$ cat src/include/decode_consts.svh
//################################################
// decode stage constants
// datapath widths and register file sizing
//################################################

`ifndef DECODE_CONSTS_SVH
`define DECODE_CONSTS_SVH

`default_nettype none

`define DATA_W      32  // data and instruction width
`define REG_ADDR_W  5
`define REG_COUNT   32
`define LINK_REG    31  // highest register number

`default_nettype wire

`endif

$ cat src/logic/mipsIsaPkg.sv
//################################################
// MIPS instruction set encodings
// primary opcodes and R-type function codes of
// the decoded subset
//################################################

`default_nettype none

package mipsIsaPkg;

    // primary opcode, instr[31:26]
    typedef enum logic [5:0] {
        OP_SPECIAL = 6'h00,  // R-type, see funct
        OP_J       = 6'h02,
        OP_BEQ     = 6'h04,
        OP_ADDIU   = 6'h09,
        OP_ANDI    = 6'h0c,
        OP_ORI     = 6'h0d,
        OP_LUI     = 6'h0f,
        OP_LW      = 6'h23,
        OP_SW      = 6'h2b
    } opcodeE;

    // function field, instr[5:0]
    typedef enum logic [5:0] {
        FN_SLL  = 6'h00,
        FN_JR   = 6'h08,
        FN_ADDU = 6'h21,
        FN_SUBU = 6'h23,
        FN_AND  = 6'h24,
        FN_OR   = 6'h25,
        FN_XOR  = 6'h26,
        FN_SLT  = 6'h2a
    } functE;

endpackage

`default_nettype wire

$ cat src/logic/decodeCtrlPkg.sv
//################################################
// decode control encodings
// ALU operation, immediate extension and
// destination register select
//################################################

`default_nettype none

package decodeCtrlPkg;

    typedef enum logic [3:0] {
        ALU_ADD,
        ALU_SUB,
        ALU_AND,
        ALU_OR,
        ALU_XOR,
        ALU_SLT,
        ALU_SLL,
        ALU_LUI,
        ALU_NOP  // no ALU result needed
    } aluOpE;

    typedef enum logic [1:0] {
        EXT_SIGN,
        EXT_ZERO,
        EXT_UPPER  // imm16 into the upper half
    } extOpE;

    // which instruction field names the destination
    typedef enum logic [1:0] {
        DST_NONE,
        DST_RD,
        DST_RT
    } dstSelE;

endpackage

`default_nettype wire

$ cat src/logic/fetchDecodeReg.sv
//################################################
// IF/ID pipeline register
// holds instruction, PC and valid from fetch;
// hold freezes it, flush turns the slot to a no-op
//################################################

`include "decode_consts.svh"

`default_nettype none
`timescale 1ns/10ps

module fetchDecodeReg (
    input  logic              clk,
    input  logic              arstN,
    input  logic              flush,
    input  logic              hold,        // stall or EXE back-pressure
    input  logic [`DATA_W-1:0] fetchInstr,
    input  logic [`DATA_W-1:0] fetchPc,
    input  logic              fetchValid,
    output logic [`DATA_W-1:0] idInstr,
    output logic [`DATA_W-1:0] idPc,
    output logic              idValid
);

    always_ff @(posedge clk or negedge arstN) begin
        if (!arstN) begin
            idValid <= 1'b0;
            idInstr <= '0;
        end else if (flush) begin
            // all-zero word decodes as SLL r0, a no-op
            idValid <= 1'b0;
            idInstr <= '0;
        end else if (!hold) begin
            idValid <= fetchValid;
            idInstr <= fetchInstr;
        end
    end

    // pc is payload only
    always_ff @(posedge clk) begin
        if (!hold) idPc <= fetchPc;
    end

endmodule

`default_nettype wire

$ cat src/logic/instrDecoder.sv
//################################################
// instruction decoder
// turns opcode and funct into ALU op, immediate,
// destination and register-use flags
//################################################

`include "decode_consts.svh"

`default_nettype none
`timescale 1ns/10ps

module instrDecoder (
    input  logic [`DATA_W-1:0]     idInstr,
    output decodeCtrlPkg::aluOpE   aluOp,
    output logic [`DATA_W-1:0]     imm32,
    output logic [`REG_ADDR_W-1:0] dst,
    output logic                   readsRs,
    output logic                   readsRt,
    output logic                   regWrite,
    output logic                   isLoad,
    output logic                   isStore,
    output logic                   isBranch,
    output logic                   isJump,
    output logic                   illegal
);
    mipsIsaPkg::opcodeE    opcode;
    mipsIsaPkg::functE     funct;
    decodeCtrlPkg::extOpE  extOp;
    decodeCtrlPkg::dstSelE dstSel;
    logic [15:0]           imm16;

    assign opcode = mipsIsaPkg::opcodeE'(idInstr[31:26]);
    assign funct  = mipsIsaPkg::functE'(idInstr[5:0]);
    assign imm16  = idInstr[15:0];

    always_comb begin
        aluOp    = decodeCtrlPkg::ALU_NOP;
        extOp    = decodeCtrlPkg::EXT_SIGN;
        dstSel   = decodeCtrlPkg::DST_NONE;
        readsRs  = 1'b1;  // most instructions read rs
        readsRt  = 1'b0;
        isLoad   = 1'b0;
        isStore  = 1'b0;
        isBranch = 1'b0;
        isJump   = 1'b0;
        illegal  = 1'b0;
        case (opcode)
            mipsIsaPkg::OP_SPECIAL: begin
                readsRt = 1'b1;
                dstSel  = decodeCtrlPkg::DST_RD;
                case (funct)
                    mipsIsaPkg::FN_ADDU: aluOp = decodeCtrlPkg::ALU_ADD;
                    mipsIsaPkg::FN_SUBU: aluOp = decodeCtrlPkg::ALU_SUB;
                    mipsIsaPkg::FN_AND:  aluOp = decodeCtrlPkg::ALU_AND;
                    mipsIsaPkg::FN_OR:   aluOp = decodeCtrlPkg::ALU_OR;
                    mipsIsaPkg::FN_XOR:  aluOp = decodeCtrlPkg::ALU_XOR;
                    mipsIsaPkg::FN_SLT:  aluOp = decodeCtrlPkg::ALU_SLT;
                    mipsIsaPkg::FN_SLL: begin
                        aluOp   = decodeCtrlPkg::ALU_SLL;
                        readsRs = 1'b0;  // shifts rt by shamt
                    end
                    mipsIsaPkg::FN_JR: begin
                        dstSel = decodeCtrlPkg::DST_NONE;
                        isJump = 1'b1;
                    end
                    default: begin
                        dstSel  = decodeCtrlPkg::DST_NONE;
                        illegal = 1'b1;
                    end
                endcase
            end
            mipsIsaPkg::OP_ADDIU: begin
                aluOp  = decodeCtrlPkg::ALU_ADD;
                dstSel = decodeCtrlPkg::DST_RT;
            end
            mipsIsaPkg::OP_ANDI: begin
                aluOp  = decodeCtrlPkg::ALU_AND;
                extOp  = decodeCtrlPkg::EXT_ZERO;
                dstSel = decodeCtrlPkg::DST_RT;
            end
            mipsIsaPkg::OP_ORI: begin
                aluOp  = decodeCtrlPkg::ALU_OR;
                extOp  = decodeCtrlPkg::EXT_ZERO;
                dstSel = decodeCtrlPkg::DST_RT;
            end
            mipsIsaPkg::OP_LUI: begin
                aluOp   = decodeCtrlPkg::ALU_LUI;
                extOp   = decodeCtrlPkg::EXT_UPPER;
                dstSel  = decodeCtrlPkg::DST_RT;
                readsRs = 1'b0;
            end
            mipsIsaPkg::OP_LW: begin
                aluOp  = decodeCtrlPkg::ALU_ADD;  // address calc
                dstSel = decodeCtrlPkg::DST_RT;
                isLoad = 1'b1;
            end
            mipsIsaPkg::OP_SW: begin
                aluOp   = decodeCtrlPkg::ALU_ADD;
                readsRt = 1'b1;  // store data
                isStore = 1'b1;
            end
            mipsIsaPkg::OP_BEQ: begin
                aluOp    = decodeCtrlPkg::ALU_SUB;  // compare by subtract
                readsRt  = 1'b1;
                isBranch = 1'b1;
            end
            mipsIsaPkg::OP_J: begin
                readsRs = 1'b0;
                isJump  = 1'b1;
            end
            default: illegal = 1'b1;
        endcase
    end

    always_comb begin
        case (extOp)
            decodeCtrlPkg::EXT_ZERO:  imm32 = {{(`DATA_W-16){1'b0}}, imm16};
            decodeCtrlPkg::EXT_UPPER: imm32 = {imm16, {(`DATA_W-16){1'b0}}};
            default:                  imm32 = {{(`DATA_W-16){imm16[15]}}, imm16};
        endcase
    end

    always_comb begin
        case (dstSel)
            decodeCtrlPkg::DST_RD: dst = idInstr[15:11];
            decodeCtrlPkg::DST_RT: dst = idInstr[20:16];
            default:               dst = '0;
        endcase
    end

    assign regWrite = (dstSel != decodeCtrlPkg::DST_NONE);

endmodule

`default_nettype wire

$ cat src/logic/regFile.sv
//################################################
// register file, 32 x 32
// one write port, two read ports, r0 reads zero,
// write-back data bypassed onto the read ports
//################################################

`include "decode_consts.svh"

`default_nettype none
`timescale 1ns/10ps

module regFile (
    input  logic                   clk,
    input  logic                   arstN,
    input  logic                   wbWe,
    input  logic [`REG_ADDR_W-1:0] wbDst,
    input  logic [`DATA_W-1:0]     wbData,
    input  logic [`REG_ADDR_W-1:0] rsAddr,
    input  logic [`REG_ADDR_W-1:0] rtAddr,
    output logic [`DATA_W-1:0]     busA,
    output logic [`DATA_W-1:0]     busB
);
    logic [`DATA_W-1:0] regs [1:`REG_COUNT-1];  // no storage for r0
    logic               wbLive;

    assign wbLive = wbWe && (wbDst != '0);

    function automatic logic [`DATA_W-1:0] readPort(input logic [`REG_ADDR_W-1:0] addr);
        if (addr == '0) return '0;
        if (wbLive && (wbDst == addr)) return wbData;  // same-cycle write
        return regs[addr];
    endfunction

    always_ff @(posedge clk or negedge arstN) begin
        if (!arstN) begin
            for (int i = 1; i <= `LINK_REG; i++) begin
                regs[i] <= '0;
            end
        end else if (wbLive) begin
            regs[wbDst] <= wbData;
        end
    end

    assign busA = readPort(rsAddr);
    assign busB = readPort(rtAddr);

endmodule

`default_nettype wire

$ cat src/logic/decodeExecReg.sv
//################################################
// ID/EXE pipeline register
// joins decoder controls with register operands,
// stalls on a load-use hazard and inserts a bubble
//################################################

`include "decode_consts.svh"

`default_nettype none
`timescale 1ns/10ps

module decodeExecReg (
    input  logic                   clk,
    input  logic                   arstN,
    input  logic                   exeHold,
    input  logic                   idValid,
    input  logic [`DATA_W-1:0]     idPc,
    input  logic [`REG_ADDR_W-1:0] idRs,
    input  logic [`REG_ADDR_W-1:0] idRt,
    input  decodeCtrlPkg::aluOpE   aluOp,
    input  logic [`DATA_W-1:0]     imm32,
    input  logic [`REG_ADDR_W-1:0] dst,
    input  logic                   readsRs,
    input  logic                   readsRt,
    input  logic                   regWrite,
    input  logic                   isLoad,
    input  logic                   isStore,
    input  logic                   isBranch,
    input  logic                   isJump,
    input  logic                   illegal,
    input  logic [`DATA_W-1:0]     busA,
    input  logic [`DATA_W-1:0]     busB,
    output logic                   stall,
    output logic                   exeValid,
    output logic [`DATA_W-1:0]     exePc,
    output decodeCtrlPkg::aluOpE   exeAluOp,
    output logic [`DATA_W-1:0]     exeImm,
    output logic [`DATA_W-1:0]     exeBusA,
    output logic [`DATA_W-1:0]     exeBusB,
    output logic [`REG_ADDR_W-1:0] exeRs,
    output logic [`REG_ADDR_W-1:0] exeRt,
    output logic [`REG_ADDR_W-1:0] exeDst,
    output logic                   exeRegWrite,
    output logic                   exeIsLoad,
    output logic                   exeIsStore,
    output logic                   exeIsBranch,
    output logic                   exeIsJump,
    output logic                   exeIllegal
);
    logic loadPending;  // held entry is a load with a real target

    assign loadPending = exeValid && exeIsLoad && (exeRt != '0);
    assign stall = idValid && loadPending &&
                   ((readsRs && (exeRt == idRs)) || (readsRt && (exeRt == idRt)));

    always_ff @(posedge clk or negedge arstN) begin
        if (!arstN) begin
            exeValid    <= 1'b0;
            exeAluOp    <= decodeCtrlPkg::ALU_NOP;
            exeRegWrite <= 1'b0;
            exeIsLoad   <= 1'b0;
            exeIsStore  <= 1'b0;
            exeIsBranch <= 1'b0;
            exeIsJump   <= 1'b0;
            exeIllegal  <= 1'b0;
        end else if (!exeHold) begin
            // bubble under stall, otherwise flags qualified by valid
            exeValid    <= idValid && !stall;
            exeAluOp    <= stall ? decodeCtrlPkg::ALU_NOP : aluOp;
            exeRegWrite <= idValid && !stall && regWrite;
            exeIsLoad   <= idValid && !stall && isLoad;
            exeIsStore  <= idValid && !stall && isStore;
            exeIsBranch <= idValid && !stall && isBranch;
            exeIsJump   <= idValid && !stall && isJump;
            exeIllegal  <= idValid && !stall && illegal;
        end
    end

    always_ff @(posedge clk) begin
        if (!exeHold) begin
            exePc   <= idPc;
            exeImm  <= imm32;
            exeBusA <= busA;
            exeBusB <= busB;
            exeRs   <= idRs;
            exeRt   <= idRt;
            exeDst  <= dst;
        end
    end

endmodule

`default_nettype wire

$ cat src/logic/decodeStage.sv
//################################################
// instruction decode stage
// IF/ID register, decoder, register file and
// ID/EXE register with load-use stall
//################################################

`include "decode_consts.svh"

`default_nettype none
`timescale 1ns/10ps

module decodeStage (
    input  logic                   clk,
    input  logic                   arstN,
    input  logic [`DATA_W-1:0]     fetchInstr,
    input  logic [`DATA_W-1:0]     fetchPc,
    input  logic                   fetchValid,
    input  logic                   flush,       // from branch resolution
    input  logic                   exeHold,
    input  logic                   wbWe,
    input  logic [`REG_ADDR_W-1:0] wbDst,
    input  logic [`DATA_W-1:0]     wbData,
    output logic                   stall,
    output logic                   exeValid,
    output logic [`DATA_W-1:0]     exePc,
    output decodeCtrlPkg::aluOpE   exeAluOp,
    output logic [`DATA_W-1:0]     exeImm,
    output logic [`DATA_W-1:0]     exeBusA,
    output logic [`DATA_W-1:0]     exeBusB,
    output logic [`REG_ADDR_W-1:0] exeRs,
    output logic [`REG_ADDR_W-1:0] exeRt,
    output logic [`REG_ADDR_W-1:0] exeDst,
    output logic                   exeRegWrite,
    output logic                   exeIsLoad,
    output logic                   exeIsStore,
    output logic                   exeIsBranch,
    output logic                   exeIsJump,
    output logic                   exeIllegal
);
    logic [`DATA_W-1:0]     idInstr;
    logic [`DATA_W-1:0]     idPc;
    logic                   idValid;
    logic                   hold;
    logic [`REG_ADDR_W-1:0] idRs;
    logic [`REG_ADDR_W-1:0] idRt;
    decodeCtrlPkg::aluOpE   idAluOp;
    logic [`DATA_W-1:0]     idImm;
    logic [`REG_ADDR_W-1:0] idDst;
    logic                   idReadsRs;
    logic                   idReadsRt;
    logic                   idRegWrite;
    logic                   idIsLoad;
    logic                   idIsStore;
    logic                   idIsBranch;
    logic                   idIsJump;
    logic                   idIllegal;
    logic [`DATA_W-1:0]     busA;
    logic [`DATA_W-1:0]     busB;

    assign hold = stall || exeHold;
    assign idRs = idInstr[25:21];
    assign idRt = idInstr[20:16];

    fetchDecodeReg uFetchDecodeReg (
        .clk        (clk),
        .arstN      (arstN),
        .flush      (flush),
        .hold       (hold),
        .fetchInstr (fetchInstr),
        .fetchPc    (fetchPc),
        .fetchValid (fetchValid),
        .idInstr    (idInstr),
        .idPc       (idPc),
        .idValid    (idValid)
    );

    instrDecoder uInstrDecoder (
        .idInstr  (idInstr),
        .aluOp    (idAluOp),
        .imm32    (idImm),
        .dst      (idDst),
        .readsRs  (idReadsRs),
        .readsRt  (idReadsRt),
        .regWrite (idRegWrite),
        .isLoad   (idIsLoad),
        .isStore  (idIsStore),
        .isBranch (idIsBranch),
        .isJump   (idIsJump),
        .illegal  (idIllegal)
    );

    regFile uRegFile (
        .clk    (clk),
        .arstN  (arstN),
        .wbWe   (wbWe),
        .wbDst  (wbDst),
        .wbData (wbData),
        .rsAddr (idRs),
        .rtAddr (idRt),
        .busA   (busA),
        .busB   (busB)
    );

    decodeExecReg uDecodeExecReg (
        .clk         (clk),
        .arstN       (arstN),
        .exeHold     (exeHold),
        .idValid     (idValid),
        .idPc        (idPc),
        .idRs        (idRs),
        .idRt        (idRt),
        .aluOp       (idAluOp),
        .imm32       (idImm),
        .dst         (idDst),
        .readsRs     (idReadsRs),
        .readsRt     (idReadsRt),
        .regWrite    (idRegWrite),
        .isLoad      (idIsLoad),
        .isStore     (idIsStore),
        .isBranch    (idIsBranch),
        .isJump      (idIsJump),
        .illegal     (idIllegal),
        .busA        (busA),
        .busB        (busB),
        .stall       (stall),
        .exeValid    (exeValid),
        .exePc       (exePc),
        .exeAluOp    (exeAluOp),
        .exeImm      (exeImm),
        .exeBusA     (exeBusA),
        .exeBusB     (exeBusB),
        .exeRs       (exeRs),
        .exeRt       (exeRt),
        .exeDst      (exeDst),
        .exeRegWrite (exeRegWrite),
        .exeIsLoad   (exeIsLoad),
        .exeIsStore  (exeIsStore),
        .exeIsBranch (exeIsBranch),
        .exeIsJump   (exeIsJump),
        .exeIllegal  (exeIllegal)
    );

endmodule

`default_nettype wire

$ cat config.mk
export PLATFORM = sky130hd
export DESIGN_NAME = decodeStage
export DESIGN_NICKNAME = d
export VERILOG_FILES = /design/src/logic/mipsIsaPkg.sv /design/src/logic/decodeCtrlPkg.sv /design/src/logic/fetchDecodeReg.sv /design/src/logic/instrDecoder.sv /design/src/logic/regFile.sv /design/src/logic/decodeExecReg.sv /design/src/logic/decodeStage.sv
export VERILOG_INCLUDE_DIRS = /design/src /design/src/include
export SDC_FILE = /design/constraint.sdc
export NUM_CORES = 2
export LEC_CHECK = 0
export BUFFER_PORTS_ARGS = -buffer_cell sky130_fd_sc_hd__buf_4
export CAP_MARGIN = 20
export CORE_UTILIZATION = 56
export CTS_CLUSTER_DIAMETER = 50
export CTS_CLUSTER_SIZE = 10
export DETAILED_ROUTE_END_ITERATION = 6
export GPL_TIMING_DRIVEN = 0
export MAX_ROUTING_LAYER = met4
export PLACE_DENSITY = 0.81
export SLEW_MARGIN = 40
export SYNTH_ARGS = -nofsm -noshare
export SYNTH_HDL_FRONTEND = slang
export SYNTH_HIERARCHICAL = 1
export SYNTH_SLANG_ARGS = --single-unit
$ cat constraint.sdc
create_clock -name clk -period 2.8 [get_ports clk]
set_input_delay 0.56 -clock clk [delete_from_list [all_inputs] [get_ports clk]]
set_output_delay 0.56 -clock clk [all_outputs]
set_load 0.05 [all_outputs]
**After elaboration in Yosys (flattened, before gate mapping)**

Cells that the tools add are included.

- Input bits: 107
- Memories kept: 0
- Bits in read-only memories: 0
- Output and inout bits: 155
- Bits in latches: 0
- Memory bits (writable): 0
- Word-level logic and storage cells: 160
- Register bits after elaboration: 1211

- $mul: 0
- Eq/ne operators: 24
- Mux-type cells: 45
- Shift-type cells: 0
- Bitwise logic cells: 3
- Add/sub/neg operators: 0
- Reduce and logical (&&, ||, !) cells: 35
- Divide/modulo/power cells: 0
- Order comparisons: 4

Operators with widths:

| cell | number |
|---|---|
| 992-bit bitwise mux | 1 |
| 32-bit 2-to-1 mux | 15 |
| 32-bit binary-select mux with 5-bit select | 2 |
| 32-bit demux with 5-bit select | 1 |
| 32-bit one-hot mux with 2 select lines | 1 |
| 6-bit equality test (second input constant) | 8 |
| 6-bit by 4-bit equality test with 1-bit output (second input constant) | 5 |
| 4-bit one-hot mux with 7 select lines | 1 |
| 4-bit one-hot mux with 6 select lines | 1 |
| 5-bit equality test | 4 |
| 6-bit >= comparator (second input constant) | 3 |
| 5-bit NOT with 6-bit output | 3 |
| 1-bit logical AND | 17 |
| 1-bit 2-to-1 mux | 16 |
| 8-bit OR reduction | 2 |
| 6-bit zero test | 2 |
| 5-bit zero test | 2 |
| 5-bit one-hot mux with 2 select lines | 1 |
| 5-bit nonzero test | 2 |
| 2-bit one-hot mux with 2 select lines | 2 |
| 7-bit OR reduction | 1 |
| 6-bit by 2-bit equality test with 1-bit output (second input constant) | 1 |
| 6-bit by 3-bit equality test with 1-bit output (second input constant) | 1 |
| 6-bit by 1-bit less-than comparator with 1-bit output (second input constant) | 1 |
| other kinds (11) | 18 |

**Logic depth before layout (Yosys ltp)**

- Depth after elaboration: 9
- Gate-level depth with buffers: 13
- Gate-level depth less buffers: 10

**Modules after synthesis**

Netlist, hierarchy kept.

By module, submodules not included:

| module | cells each | seq. area each (sq um) | instances | area an instance (sq um) |
|---|---|---|---|---|
| regFile | 3645 | 24823.8 | 1 | 53477.5 |
| decodeExecReg | 204 | 4570.6 | 1 | 4964.8 |
| fetchDecodeReg | 140 | 1786.7 | 1 | 2333.5 |
| instrDecoder | 141 | 0.0 | 1 | 960.9 |
| decodeStage | 1 | 0.0 | 1 | 6.3 |

**Least setup slack after synthesis**

OpenSTA, ideal clock, no wires.

- Path type: input-to-reg
- Start: input exeHold
- End: register uDecodeExecReg.exeIsLoad
- Required time: 2736 ps
- Path buffers: 0
- Arrival: 4036 ps
- Stages on the path: 4
- Slack: -1300 ps
- Setup time: 64 ps
- Path through: inv_1 -> and3_1 -> a22o_1 -> a21o_1

RTL lines:

| item | line | text |
|---|---|---|
| from (decl) | decodeStage.sv:19 | `input logic exeHold,` |
| to (signal assigned) | decodeExecReg.sv:71 | `exeIsLoad <= idValid && !stall && isLoad;` |
| to (decl) | decodeExecReg.sv:44 | `output logic exeIsLoad,` |

**Worst setup path after layout**

- Start: register uFetchDecodeReg.idInstr[29]
- End: output stall

- Longest elaborated chain between the ends: 6
- Elaborated cells between the ends (all ways): 13
- Those cells by class: 4 x eq/ne; 2 x mux; 7 x reduce/logical

Ends and longest elaborated chain:

| item | line | text |
|---|---|---|
| from (decl) | fetchDecodeReg.sv:20 | `` output logic [`DATA_W-1:0] idInstr, `` |
| from (signal assigned) | fetchDecodeReg.sv:35 | `idInstr <= fetchInstr;` |
| 6-bit equality test (tied with other cells) | instrDecoder.sv:47 | `case (opcode)` |
| 3-bit OR reduction (no line) (*) | n/a |  |
| 1-bit 2-to-1 mux (*) | instrDecoder.sv:47 |  |
| via idReadsRt | decodeStage.sv:50 | `logic idReadsRt;` |
| 1-bit logical AND (*) | decodeExecReg.sv:54 | `((readsRs && (exeRt == idRs)) \|\| (readsRt && (exeRt == idRt)));` |
| 1-bit logical OR (*) | decodeExecReg.sv:54 |  |
| 1-bit logical AND (*) | decodeExecReg.sv:53 | `assign stall = idValid && loadPending &&` |
| to (decl) | decodeStage.sv:23 | `output logic stall,` |

The timed path passes the listed nets; every way through them passes the cells marked *.

==> reports/qor.csv <==
metric;value;unit
asr flop ratio synth;85.5;%
Worst R2R Path Depth;7;
Post-synth top cells;1035 x dfrtp_1, 985 x mux2_2, 462 x mux4_2;
fin. max-slew vios;0;
Setup-failing EPs final;33;
crit path setup slack, layout;-0.212;ns
Multi-input gate area;29900;sq um
clock buffer depth;3;
row cnt;121;
Max Clock Freq;332;MHz
# Max-Cap Violations;0;
Worst EP arrival;2.45;ns
fillcell total;7199;
leakage;30.9;nW
H-tree Lvls;4;
slowest stage delay, CP;0.44;ns
Crit-path slowest cell;dfrtp_2;
top-count cell post-synth;dfrtp_1;
status;complete, but fails checks;
cell chain of the critical path;buf_2 -> nor3_2 -> a2bb2oi_1 -> nor2_1 -> nand2_1 -> o22a_4 -> nor2_4 -> buf_8;
# DRC;2;
Worst VDD drop;0.695;mV
FF+latch area;31200;sq um
Setup Skew;0.0308;ns
yosys warns;6;
CP Capture Type;primary output;
syn nets;4243;
Post-Syn Instances;4131;
largest net degree at the start of global routing;113;
CP required;2.24;ns
top cell type by total area after synthesis;dfrtp_1;
Die Footprint;112000;sq um
post-synthesis register bit count;1211;
initial detailed-routing violation count;6454;
Final #Nets;4762;
synthesized area;61700;sq um
Slew @ Worst Pin;0.927;ns
first-pass GRT wire length;315000;um
Core ar.;109000;sq um
Avg WL per Cell;35.8;um
EDFF count, synth;175;
Num CTS Buffers;148;
Vias per Instance;7.21;
post-DP HPWL;158000;um
RSZ-0062 raised after global routing;yes;
vias in the first global route;44400;
Cells on Worst Hold Path;3;
most area-consuming cells after synthesis;dfrtp_1 42%, mux2_2 18%, mux4_2 17%;
register area share after synthesis;50.5;%
Hold Vio Cnt, Final;0;
area added between synthesis and finish;19.5;%
min-delay worst type;primary input to flip-flop;
port buffer count;259;
crit-path max FO;10;
Worst-path clk slew;0.06;ns
max_slew headroom;38.2;%
Syn Area/Cell;14.9;sq um
Final Power;53.7;mW
GPL Wtd Cong;1.07;
CP Class;flip-flop to primary output;
Die Y;334;um
CTS Sinks;1211;
CP bufs+invs;2;
Startpoint Class;flip-flop;
Final ANT Viol Nets;0;
via count;44800;
GRT Residual Overflow;0;
drt pass-1 iters;7;
critical path's top delay family;simple AND/OR/NAND/NOR gates;
commonest register cell after synthesis;dfrtp_1;
Post-Route WL;223000;um
minimum clock period;3.01;ns
setup slack at placement;-1.65;ns
Root Buffer;clkbuf_16;
power per cell area;727;nW/um^2
Synth cell types;74;
area share of the largest cell type after synthesis;41.9;%
initial antenna violation count;12;
Critical Path Stages;8;
Starting Density;56.6;%
Worst-Skew Late Latency;0.79;ns
Ports;262;
CTS tree;yes;
failing checks;design-rule violations, negative setup slack;
Die Wd;334;um
Total GRT Usage;40.9;%
Tcrit/Tclk final;108;%
share of layout cells above drive strength 1;50.9;%
==> through the flow <==
stage / util [%] / TNS, ns / hold slack, ns / cell area (sq um) / cells
4_1_cts: 66.9 / -0.458 / 0.0134 / 73000 / 6179
3_3_place_gp: 60.0 / - / 0.400 / 65500 / 5866
5_1_grt: 67.6 / -0.350 / 0.0468 / 73800 / 6218
6_report: 67.6 / -1.29 / 0.0334 / 73800 / 6222
3_5_place_dp: 60.5 / -192.75 / 0.405 / 66000 / 5888
2_1_floorplan: - / -51.68 / 0.264 / 61800 / 4131
==> final timing paths <==
kind,start,end,slack [ns]
min reg2reg,uFetchDecodeReg/idPc[31],uDecodeExecReg/exePc[31],0.41
min in group asynchronous,arstN,uRegFile/regs[842],0.35
max,uFetchDecodeReg/idInstr[29],stall,-0.21
max reg2reg,uFetchDecodeReg/idInstr[23],uDecodeExecReg/exeBusA[15],-0.11
max in group asynchronous,arstN,uRegFile/regs[193],0.66
min,fetchInstr[25],uFetchDecodeReg/idInstr[25],0.03
==> placed cells by master (no fill, tap or decap), types with 15 or more instances in the layout <==
master / n
a221oi_2: 21
nand2_1: 148
and2_1: 20
buf_4: 349
edfxtp_1: 175
a221oi_4: 22
a221oi_1: 63
mux2_2: 985
buf_8: 17
xnor2_1: 17
dlygate4sd3_1: 33
clkbuf_4: 24
a22oi_1: 17
mux2i_4: 15
buf_2: 43
clkbuf_2: 41
mux2i_2: 22
dfrtp_1: 1028
a21o_1: 23
nor2_1: 127
o21ai_0: 19
clkbuf_1: 207
clkbuf_16: 154
mux4_2: 462
a211o_1: 16
buf_1: 31
buf_16: 20
a21oi_1: 35
buf_12: 26
buf_6: 39
a31oi_1: 19
mux2_1: 58
o211ai_1: 33
a211oi_1: 29
nor2b_1: 56
mux2i_1: 50
==> where the power goes <==
part	internal [mW]	switching [mW]	total [mW]	leakage, nW
clock network	10.6	7.62	18.2	2.17
registers	21.0	2.37	23.4	15.0
logic	6.03	6.05	12.1	13.7
total	37.6	16.0	53.7	30.9
==> flip-flops by register name (all words and copies together) (netlist names), 4 cells and up <==
signal	cells
uFetchDecodeReg/idInstr	32
uDecodeExecReg/exeRs	5
uDecodeExecReg/exeAluOp	4
uDecodeExecReg/exeBusA	32
uRegFile/regs	992
uDecodeExecReg/exeRt	5
uDecodeExecReg/exeBusB	32
uDecodeExecReg/exeDst	5
uDecodeExecReg/exeImm	32
uDecodeExecReg/exePc	32
uFetchDecodeReg/idPc	32
==> layer usage <==
| metal | global-route usage (%) | vias to the layer above | share of wire [%] |
|---|---|---|---|
| met5 | - | - | 0 |
| met4 | 25.6 | 0 | 7.4 |
| met3 | 17.0 | 948 | 15 |
| met2 | 56.8 | 3711 | 43 |
| met1 | 49.6 | 23200 | 34 |
| li1 | - | 17000 | - |
==> area by class of cell <==
class                           count  area share [%]
Clock inverter                     30           0.643
Tap cell                         1476            2.50
Buffer                            422            3.94
Timing Repair inverter              1          0.0102
Sequential cell                  1211            42.3
Multi-Input combinational cell   2471            40.5
Inverter                           25           0.146
Clock buffer                      203            5.45
Timing Repair Buffer              370            4.47
Antenna cell                       13          0.0441
==> worst min-delay path: stages <==
cell and delay, ns:
buf_4 0.08, mux2i_1 0.05, nor2_1 0.07
==> what timing repair did <==
item                                   in CTS  in global routing
resized for setup                         453                104
cloned                                      2                  2
buffers inserted                           24                 29
endpoints found under the hold margin      92                  0
setup endpoints to repair                  97                109
pin swaps                                  23                 21
hold buffers                               33                  0
==> kinds of logic (layout without fill, tap and decap cells) <==
| kind of cell | after synthesis | in the layout | share of synthesized area, % |
|---|---|---|---|
| adders and majority gates | 5 | 5 | 0.101 |
| and+or+nand+nor | 458 | 458 | 3.59 |
| AOI/OAI and AO/OA | 393 | 393 | 4.82 |
| buffers and inverters | 449 | 1051 | 3.37 |
| DFF | 1211 | 1211 | 50.5 |
| muxes | 1592 | 1592 | 37.3 |
| xor gates and xnor gates | 23 | 23 | 0.326 |
| other | 0 | 13 | 0 |
No activity file was read; power rests on OpenSTA's default activity.
